===== config.mk =====
export PLATFORM = sky130hd
export DESIGN_NAME = pipeline_control
export DESIGN_NICKNAME = d
export VERILOG_FILES = /design/src/hdl/rv_pipe_pkg.sv /design/src/hdl/instr_field_decode.sv /design/src/hdl/stage_tracker.sv /design/src/hdl/hazard_unit.sv /design/src/hdl/pipeline_control.sv
export VERILOG_INCLUDE_DIRS = /design/src /design/src/hdl
export SDC_FILE = /design/constraint.sdc
export NUM_CORES = 1
export LEC_CHECK = 0
export BUFFER_PORTS_ARGS = -buffer_cell sky130_fd_sc_hd__buf_2
export CORE_UTILIZATION = 30
export DETAILED_ROUTE_END_ITERATION = 10
export GPL_ROUTABILITY_DRIVEN = 0
export PLACE_DENSITY = 0.59
export SYNTH_ARGS = -nofsm -noshare
export SYNTH_HDL_FRONTEND = slang
export SYNTH_SLANG_ARGS = --single-unit
export TNS_END_PERCENT = 50

===== constraint.sdc =====
create_clock -name clk -period 2 [get_ports clk]
set_input_delay 0.2 -clock clk [delete_from_list [all_inputs] [get_ports clk]]
set_output_delay 0.2 -clock clk [all_outputs]
set_load 0.1 [all_outputs]

===== src/hdl/rv_pipe_defs.svh =====
`ifndef RV_PIPE_DEFS_SVH
`define RV_PIPE_DEFS_SVH

// Register address and data widths for RV32I.
`define RV_REG_W 5
`define RV_XLEN  32

// ======================================================================
// Major opcodes
// ======================================================================
`define OP_BUBBLE 7'b0000000
`define OP_LOAD   7'b0000011
`define OP_STORE  7'b0100011
`define OP_BRANCH 7'b1100011
`define OP_JAL    7'b1101111
`define OP_JALR   7'b1100111
`define OP_LUI    7'b0110111
`define OP_AUIPC  7'b0010111
`define OP_OPIMM  7'b0010011
`define OP_OP     7'b0110011

`endif


===== src/hdl/rv_pipe_pkg.sv =====
`include "rv_pipe_defs.svh"

package rv_pipe_pkg;

    typedef logic [`RV_REG_W-1:0] reg_addr_t;
    typedef logic [6:0]           opcode_t;
    typedef logic [`RV_XLEN-1:0]  word_t;

    // Source of an execute stage operand.
    typedef enum logic [1:0] {
        FWD_NONE = 2'b00,
        FWD_MEM  = 2'b01,
        FWD_WB   = 2'b10
    } fwd_sel_t;

    // ==================================================================
    // Per-stage instruction metadata
    // ==================================================================
    // All zero is a bubble.
    typedef struct packed {
        opcode_t   opcode;
        reg_addr_t rs1;
        reg_addr_t rs2;
        reg_addr_t rd;
        logic      uses_rs1;
        logic      uses_rs2;
        logic      writes_rd;
    } instr_info_t;

    // Resolution of the branch or jump now in execute.
    typedef struct packed {
        logic  branch;
        logic  jump;
        logic  taken;
        logic  prediction_made;
        logic  predicted_taken;
        word_t btb_target;
        word_t pc_target;
        word_t pc_plus4;
    } branch_res_t;

endpackage


===== src/hdl/instr_field_decode.sv =====
`timescale 1ns/1ns
`include "rv_pipe_defs.svh"

module instr_field_decode (
    input  rv_pipe_pkg::word_t       instr,
    input  logic                     instr_valid,
    output rv_pipe_pkg::instr_info_t info
);

    always_comb begin
        info = '0;
        if (instr_valid) begin
            info.opcode = instr[6:0];
            info.rd     = instr[11:7];
            info.rs1    = instr[19:15];
            info.rs2    = instr[24:20];

            // Source register use by opcode class.
            case (instr[6:0])
                `OP_LUI,
                `OP_AUIPC,
                `OP_JAL: begin
                    info.uses_rs1 = 1'b0;
                    info.uses_rs2 = 1'b0;
                end
                `OP_JALR,
                `OP_LOAD,
                `OP_OPIMM: begin
                    info.uses_rs1 = 1'b1;
                    info.uses_rs2 = 1'b0;
                end
                `OP_STORE,
                `OP_BRANCH,
                `OP_OP: begin
                    info.uses_rs1 = 1'b1;
                    info.uses_rs2 = 1'b1;
                end
                default: begin
                    // Unknown or zero opcode reads nothing.
                    info.uses_rs1 = 1'b0;
                    info.uses_rs2 = 1'b0;
                end
            endcase

            // Stores and branches have no destination, x0 is never written.
            info.writes_rd = (instr[6:0] != `OP_STORE) &&
                             (instr[6:0] != `OP_BRANCH) &&
                             (instr[11:7] != '0);
        end
    end

endmodule


===== src/hdl/stage_tracker.sv =====
`timescale 1ns/1ns

module stage_tracker (
    input  logic                     clk,
    input  logic                     reset,

    input  rv_pipe_pkg::instr_info_t dec_info,

    input  logic                     f_d_en,
    input  logic                     d_e_en,
    input  logic                     no_op,
    input  logic                     flush,

    output rv_pipe_pkg::instr_info_t d_info,
    output rv_pipe_pkg::instr_info_t e_info,
    output rv_pipe_pkg::instr_info_t m_info,
    output rv_pipe_pkg::instr_info_t w_info
);

    // Execute holds only for the divider, load-use and flush bubble it.
    logic e_hold;

    assign e_hold = !d_e_en && !no_op && !flush;

    // ==================================================================
    // Decode stage
    // ==================================================================
    always_ff @(posedge clk) begin
        if (reset) begin
            d_info <= '0;
        end else if (flush) begin
            d_info <= '0;
        end else if (f_d_en) begin
            d_info <= dec_info;
        end
    end

    // ==================================================================
    // Execute stage
    // ==================================================================
    always_ff @(posedge clk) begin
        if (reset) begin
            e_info <= '0;
        end else if (no_op || flush) begin
            e_info <= '0;
        end else if (d_e_en) begin
            e_info <= d_info;
        end
    end

    // ==================================================================
    // Memory and writeback stages
    // ==================================================================
    always_ff @(posedge clk) begin
        if (reset) begin
            m_info <= '0;
        end else if (e_hold) begin
            // Held execute instruction must not be issued twice.
            m_info <= '0;
        end else begin
            m_info <= e_info;
        end
    end

    always_ff @(posedge clk) begin
        if (reset) begin
            w_info <= '0;
        end else begin
            w_info <= m_info;
        end
    end

    // A bubble never claims a source register on its way through.
    a_bubble_no_src : assert property (
        @(posedge clk) disable iff (reset)
        !(e_info.uses_rs1 && (e_info.opcode == '0))
    ) else $error("execute bubble with rs1 use set");

endmodule


===== src/hdl/hazard_unit.sv =====
`timescale 1ns/1ns
`include "rv_pipe_defs.svh"

module hazard_unit (
    input  rv_pipe_pkg::instr_info_t d_info,
    input  rv_pipe_pkg::instr_info_t e_info,
    input  rv_pipe_pkg::instr_info_t m_info,
    input  rv_pipe_pkg::instr_info_t w_info,

    input  rv_pipe_pkg::branch_res_t ex_res,
    input  logic                     div_stall,

    output rv_pipe_pkg::fwd_sel_t    fwd_a,
    output rv_pipe_pkg::fwd_sel_t    fwd_b,

    output logic                     pc_en,
    output logic                     f_d_en,
    output logic                     d_e_en,
    output logic                     no_op,
    output logic                     pc_src,
    output logic                     flush,
    output rv_pipe_pkg::word_t       redirect_target
);

    import rv_pipe_pkg::*;

    logic load_use;
    logic mispredict;
    logic target_mismatch;

    // ==================================================================
    // Operand forwarding
    // ==================================================================
    // Memory wins over writeback, a load in memory has no data yet.
    function automatic fwd_sel_t fwd_select(
        input reg_addr_t   src,
        input logic        uses,
        input instr_info_t m,
        input instr_info_t w
    );
        fwd_sel_t sel;
        sel = FWD_NONE;
        if (uses && m.writes_rd && (m.rd == src) && (m.opcode != `OP_LOAD)) begin
            sel = FWD_MEM;
        end else if (uses && w.writes_rd && (w.rd == src)) begin
            sel = FWD_WB;
        end
        return sel;
    endfunction

    assign fwd_a = fwd_select(e_info.rs1, e_info.uses_rs1, m_info, w_info);
    assign fwd_b = fwd_select(e_info.rs2, e_info.uses_rs2, m_info, w_info);

    // Load in execute feeding a source of decode.
    assign load_use = (e_info.opcode == `OP_LOAD) &&
                      (((d_info.rs1 == e_info.rd) && d_info.uses_rs1) ||
                       ((d_info.rs2 == e_info.rd) && d_info.uses_rs2));

    // ==================================================================
    // Branch and jump resolution
    // ==================================================================
    assign target_mismatch = (ex_res.btb_target != ex_res.pc_target);

    always_comb begin
        mispredict = 1'b0;
        if (ex_res.branch) begin
            if (!ex_res.prediction_made) begin
                mispredict = ex_res.taken;
            end else if (ex_res.taken) begin
                mispredict = !ex_res.predicted_taken || target_mismatch;
            end else begin
                mispredict = ex_res.predicted_taken;
            end
        end else if (ex_res.jump) begin
            if (e_info.opcode == `OP_JALR) begin
                mispredict = 1'b1;
            end else if (ex_res.prediction_made && ex_res.predicted_taken) begin
                mispredict = target_mismatch;
            end else begin
                mispredict = 1'b1;
            end
        end
    end

    assign pc_src = mispredict;
    assign flush  = pc_src;

    assign redirect_target = (ex_res.jump || (ex_res.branch && ex_res.taken)) ?
                             ex_res.pc_target : ex_res.pc_plus4;

    // ==================================================================
    // Stage enables
    // ==================================================================
    always_comb begin
        if (mispredict) begin
            // Redirect overrides any stall, the stalled work is squashed.
            pc_en  = 1'b1;
            f_d_en = 1'b1;
            d_e_en = 1'b1;
            no_op  = 1'b0;
        end else begin
            pc_en  = !load_use && !div_stall;
            f_d_en = !load_use && !div_stall;
            d_e_en = !load_use && !div_stall;
            no_op  = load_use;
        end
    end

    always_comb begin
        a_flush_redirect : assert (!flush || pc_src)
            else $error("flush raised without a redirect");
        a_no_load_fwd : assert (!((fwd_a == FWD_MEM) && (m_info.opcode == `OP_LOAD)))
            else $error("operand A forwarded from a load in memory");
    end

endmodule


===== src/hdl/pipeline_control.sv =====
`timescale 1ns/1ns

module pipeline_control (
    input  logic                     clk,
    input  logic                     reset,

    input  logic                     instr_valid,
    input  rv_pipe_pkg::word_t       instr,
    input  rv_pipe_pkg::branch_res_t ex_res,
    input  logic                     div_stall,

    output rv_pipe_pkg::fwd_sel_t    fwd_a,
    output rv_pipe_pkg::fwd_sel_t    fwd_b,
    output logic                     pc_en,
    output logic                     f_d_en,
    output logic                     no_op,
    output logic                     pc_src,
    output logic                     flush,
    output rv_pipe_pkg::word_t       redirect_target
);

    import rv_pipe_pkg::*;

    instr_info_t dec_info;
    instr_info_t d_info;
    instr_info_t e_info;
    instr_info_t m_info;
    instr_info_t w_info;
    logic        d_e_en;

    instr_field_decode instr_field_decode_i (
        .instr       (instr),
        .instr_valid (instr_valid),
        .info        (dec_info)
    );

    stage_tracker stage_tracker_i (
        .clk      (clk),
        .reset    (reset),
        .dec_info (dec_info),
        .f_d_en   (f_d_en),
        .d_e_en   (d_e_en),
        .no_op    (no_op),
        .flush    (flush),
        .d_info   (d_info),
        .e_info   (e_info),
        .m_info   (m_info),
        .w_info   (w_info)
    );

    hazard_unit hazard_unit_i (
        .d_info          (d_info),
        .e_info          (e_info),
        .m_info          (m_info),
        .w_info          (w_info),
        .ex_res          (ex_res),
        .div_stall       (div_stall),
        .fwd_a           (fwd_a),
        .fwd_b           (fwd_b),
        .pc_en           (pc_en),
        .f_d_en          (f_d_en),
        .d_e_en          (d_e_en),
        .no_op           (no_op),
        .pc_src          (pc_src),
        .flush           (flush),
        .redirect_target (redirect_target)
    );

endmodule


==> summary.txt <==
Outcome
  – Outcome: complete, but fails checks
  – Violated checks: negative setup slack

Setup path
  – Crit start category: register
  – Crit path max-delay cell type: dfxtp_2
  – WP data arrival: 2.00 ns
  – CP peak stage delay: 0.32 ns
  – Crit path cell chain: and4bb_2 > and4_1 > nor3_1 > nand3_1 > a22o_4 > or2_4 > buf_12
  – CP Capture Type: output port
  – Type of the worst setup path: reg2out
  – Worst-path fanout max: 3
  – WP data required: 1.80 ns

GRT
  – Number of global-route vias before repair: 3695
  – Initial antenna violation count: 0
  – GRT overflow: 0
  – Global-route wire length before repair: 19.0 mm
  – Largest net degree at the start of global routing: 45
  – GRT Total Usage: 0.181

STA
  – Setup WS post-layout: -0.200 ns
  – Period utilization: 1.10
  – Worst-margin pin slew: 0.533 ns
  – Clock skew: 0.00511 ns
  – Minimum clock period: 2.20 ns
  – Worst relative slew slack: 0.647
  – Final setup vio count: 24
  – Fin. max-slew vios: 0
  – RSZ-0062 raised after global routing: true
  – Achievable frequency: 455 MHz
  – Final Hold Fails: 0

Floorplanning
  – I/O pin cnt: 178
  – Row Count: 41
  – Initial Util: 0.309
  – Die Ht: 116 microns
  – Die Wd: 116 microns
  – Die area: 13500 sq um
  – Core Area: 12700 sq um

Routing
  – Initial drt markers: 188
  – Vias/cell: 4.96
  – DRT Wirelength: 12.2 mm
  – Met3 Wirelength: 476 microns
  – Pre-antenna DRT Iters: 4
  – Routed via count: 3766
  – WL met2: 5.60 mm
  – # DRC: 0
  – Top sig layer: met4
  – Wl on met1: 6.00 mm
  – Routed len/inst: 16.0 microns
  – Post-route ant nets: 0

Clock tree
  – CTS Hold Buffers Added: 0
  – Num CTS Buffers: 9
  – TritonCTS clock tree: built
  – Worst-case clock buffer depth: 2
  – CTS clk-pin slew, worst paths: 0.05 ns
  – Clk_lat worst skew: 0.32 ns
  – CTS H-tree depth: 3
  – Clock Sinks: 69
  – Clk root buf: clkbuf_16

Cells and area
  – Most common cell after layout, fill and taps aside: buf_2
  – Filler Cells Inserted: 1191
  – Share of cells above drive strength 1: 0.507
  – Diode count: 0
  – Area growth syn-to-layout: 49.0%
  – Nets: 720
  – Post-layout util: 0.460
  – FF+latch area: 1380 sq um
  – Footprint of the multi-input gates: 2550 sq um
  – Most frequent cells in the layout: 158 x buf_2, 67 x dfxtp_1, 62 x xnor2_1

Power
  – Seq pwr share: 0.351
  – Clock power frac: 0.365
  – Cell Int Power: 2.66 mW
  – Leakage: 2.25 nW
  – Pwr per Cell Area: 685 nW/um^2
  – Comb power frac: 0.284
  – Sw frac: 0.334
  – P_sw: 1.33 mW
  – Worst VDD drop: 0.365 mV

Logic synthesis
  – Post-synth EDFFs: 0
  – Average cell area after synthesis: 9.66 sq um
  – Seq cells post-synth: 69
  – Async SR Flop Fraction: 0
  – YS warnings: 0
  – Synth Flop Type: dfxtp_1
  – Synth unique cells: 35
  – Sequential area share after synthesis: 0.353
  – Mapped Cells: 405
  – Synthesized area: 3910 sq um
  – Post-Syn Nets: 542

Worst hold path
  – Worst hold path type: in2reg

Placement
  – Placed wire-length estimate: 9.27 mm
  – Port buffer count: 167
  – Place WS: -0.260 ns

Job
  – Maxcap violations: 0
-- timing repair --
item / CTS / global route
pin swaps: 7 / 4
gates resized for setup: 16 / 35
endpoints found under the setup margin: 9 / 30
cloned: 0 / 2
setup buffers: 4 / 1
-- worst paths after layout --
kind                               from                        end  slack, ns  depth (start not counted)
min reg2reg   stage_tracker_i.e_info[0]  stage_tracker_i.m_info[0]       0.46                          1
max          stage_tracker_i.e_info[21]                     f_d_en      -0.20                          7
min                           instr[21]  stage_tracker_i.d_info[9]       0.15                          3
max reg2reg  stage_tracker_i.e_info[21]  stage_tracker_i.m_info[4]      -0.07                          9
-- area by class of cell --
cell class / count / area share
clock buffer: 13 / 0.0446
clock inverter: 3 / 0.00343
inverter: 4 / 0.00258
multi-input combinational: 294 / 0.438
sequential: 69 / 0.237
tap: 172 / 0.0369
timing repair buffer: 205 / 0.238
-- flip-flops by register name, indices dropped and copies added (netlist names) --
name                    count
stage_tracker_i.d_info     25
stage_tracker_i.w_info      6
stage_tracker_i.e_info     25
stage_tracker_i.m_info     13
-- cells in the mapped netlist, drive strengths merged (9+ instances only) --
cell | instances | area, sq um
dfxtp | 69 | 1380
xnor2 | 62 | 543
mux2 | 32 | 360
nand3 | 27 | 135
clkbuf | 26 | 97.6
mux2i | 26 | 260
nor4 | 26 | 250
o21ai | 25 | 125
a211oi | 24 | 180
nand4 | 15 | 93.8
o311a | 13 | 130
buf | 12 | 76.3
nor3 | 9 | 45.0
-- power groups by stage --
stage	Clock [mW]	Sequential, mW	Combinational (mW)
global route	1.55	1.40	1.19
finish	1.46	1.40	1.14
detailed placement	0	1.43	1.05
global placement	0	1.43	1.04
CTS	1.49	1.40	1.08
floorplan	0	1.43	0.769
-- metrics by stage --
stage / setup TNS [ns] / instances / power [mW] / hold WS (ns) / instance area (sq um)
after floorplan: -1.02 / 405 / 2.20 / 0.370 / 4010
after global placement: -2.00 / 737 / 2.47 / 0.445 / 5220
after detailed placement: -5.42 / 737 / 2.48 / 0.443 / 5220
after CTS: -1.25 / 757 / 3.97 / 0.138 / 5590
after global routing: -4.26 / 760 / 4.15 / 0.160 / 5830
final: -1.79 / 760 / 4.00 / 0.147 / 5830
-- cells by family after synthesis --
logic type      share of synthesized area
compound gates                      0.126
xor+xnor                            0.139
buf+inv                            0.0483
flops                               0.353
mux                                 0.159
simple gates                        0.175
-- worst max-delay path, delay by kind of cell (launching register included) --
family / cells / cell delay [ns]
AND/OR/NAND/NOR: 5 / 0.91
AO/OA/AOI/OAI: 1 / 0.27
flip-flops: 1 / 0.32
buffers and inverters: 1 / 0.17
-- metal layers --
metal,vias up,GRT usage
met4,0,0.0573
met3,10,0.0317
met5,-,0
met1,1808,0.260
li1,1868,-
met2,80,0.274
No activity file was read; power rests on OpenSTA's default activity.
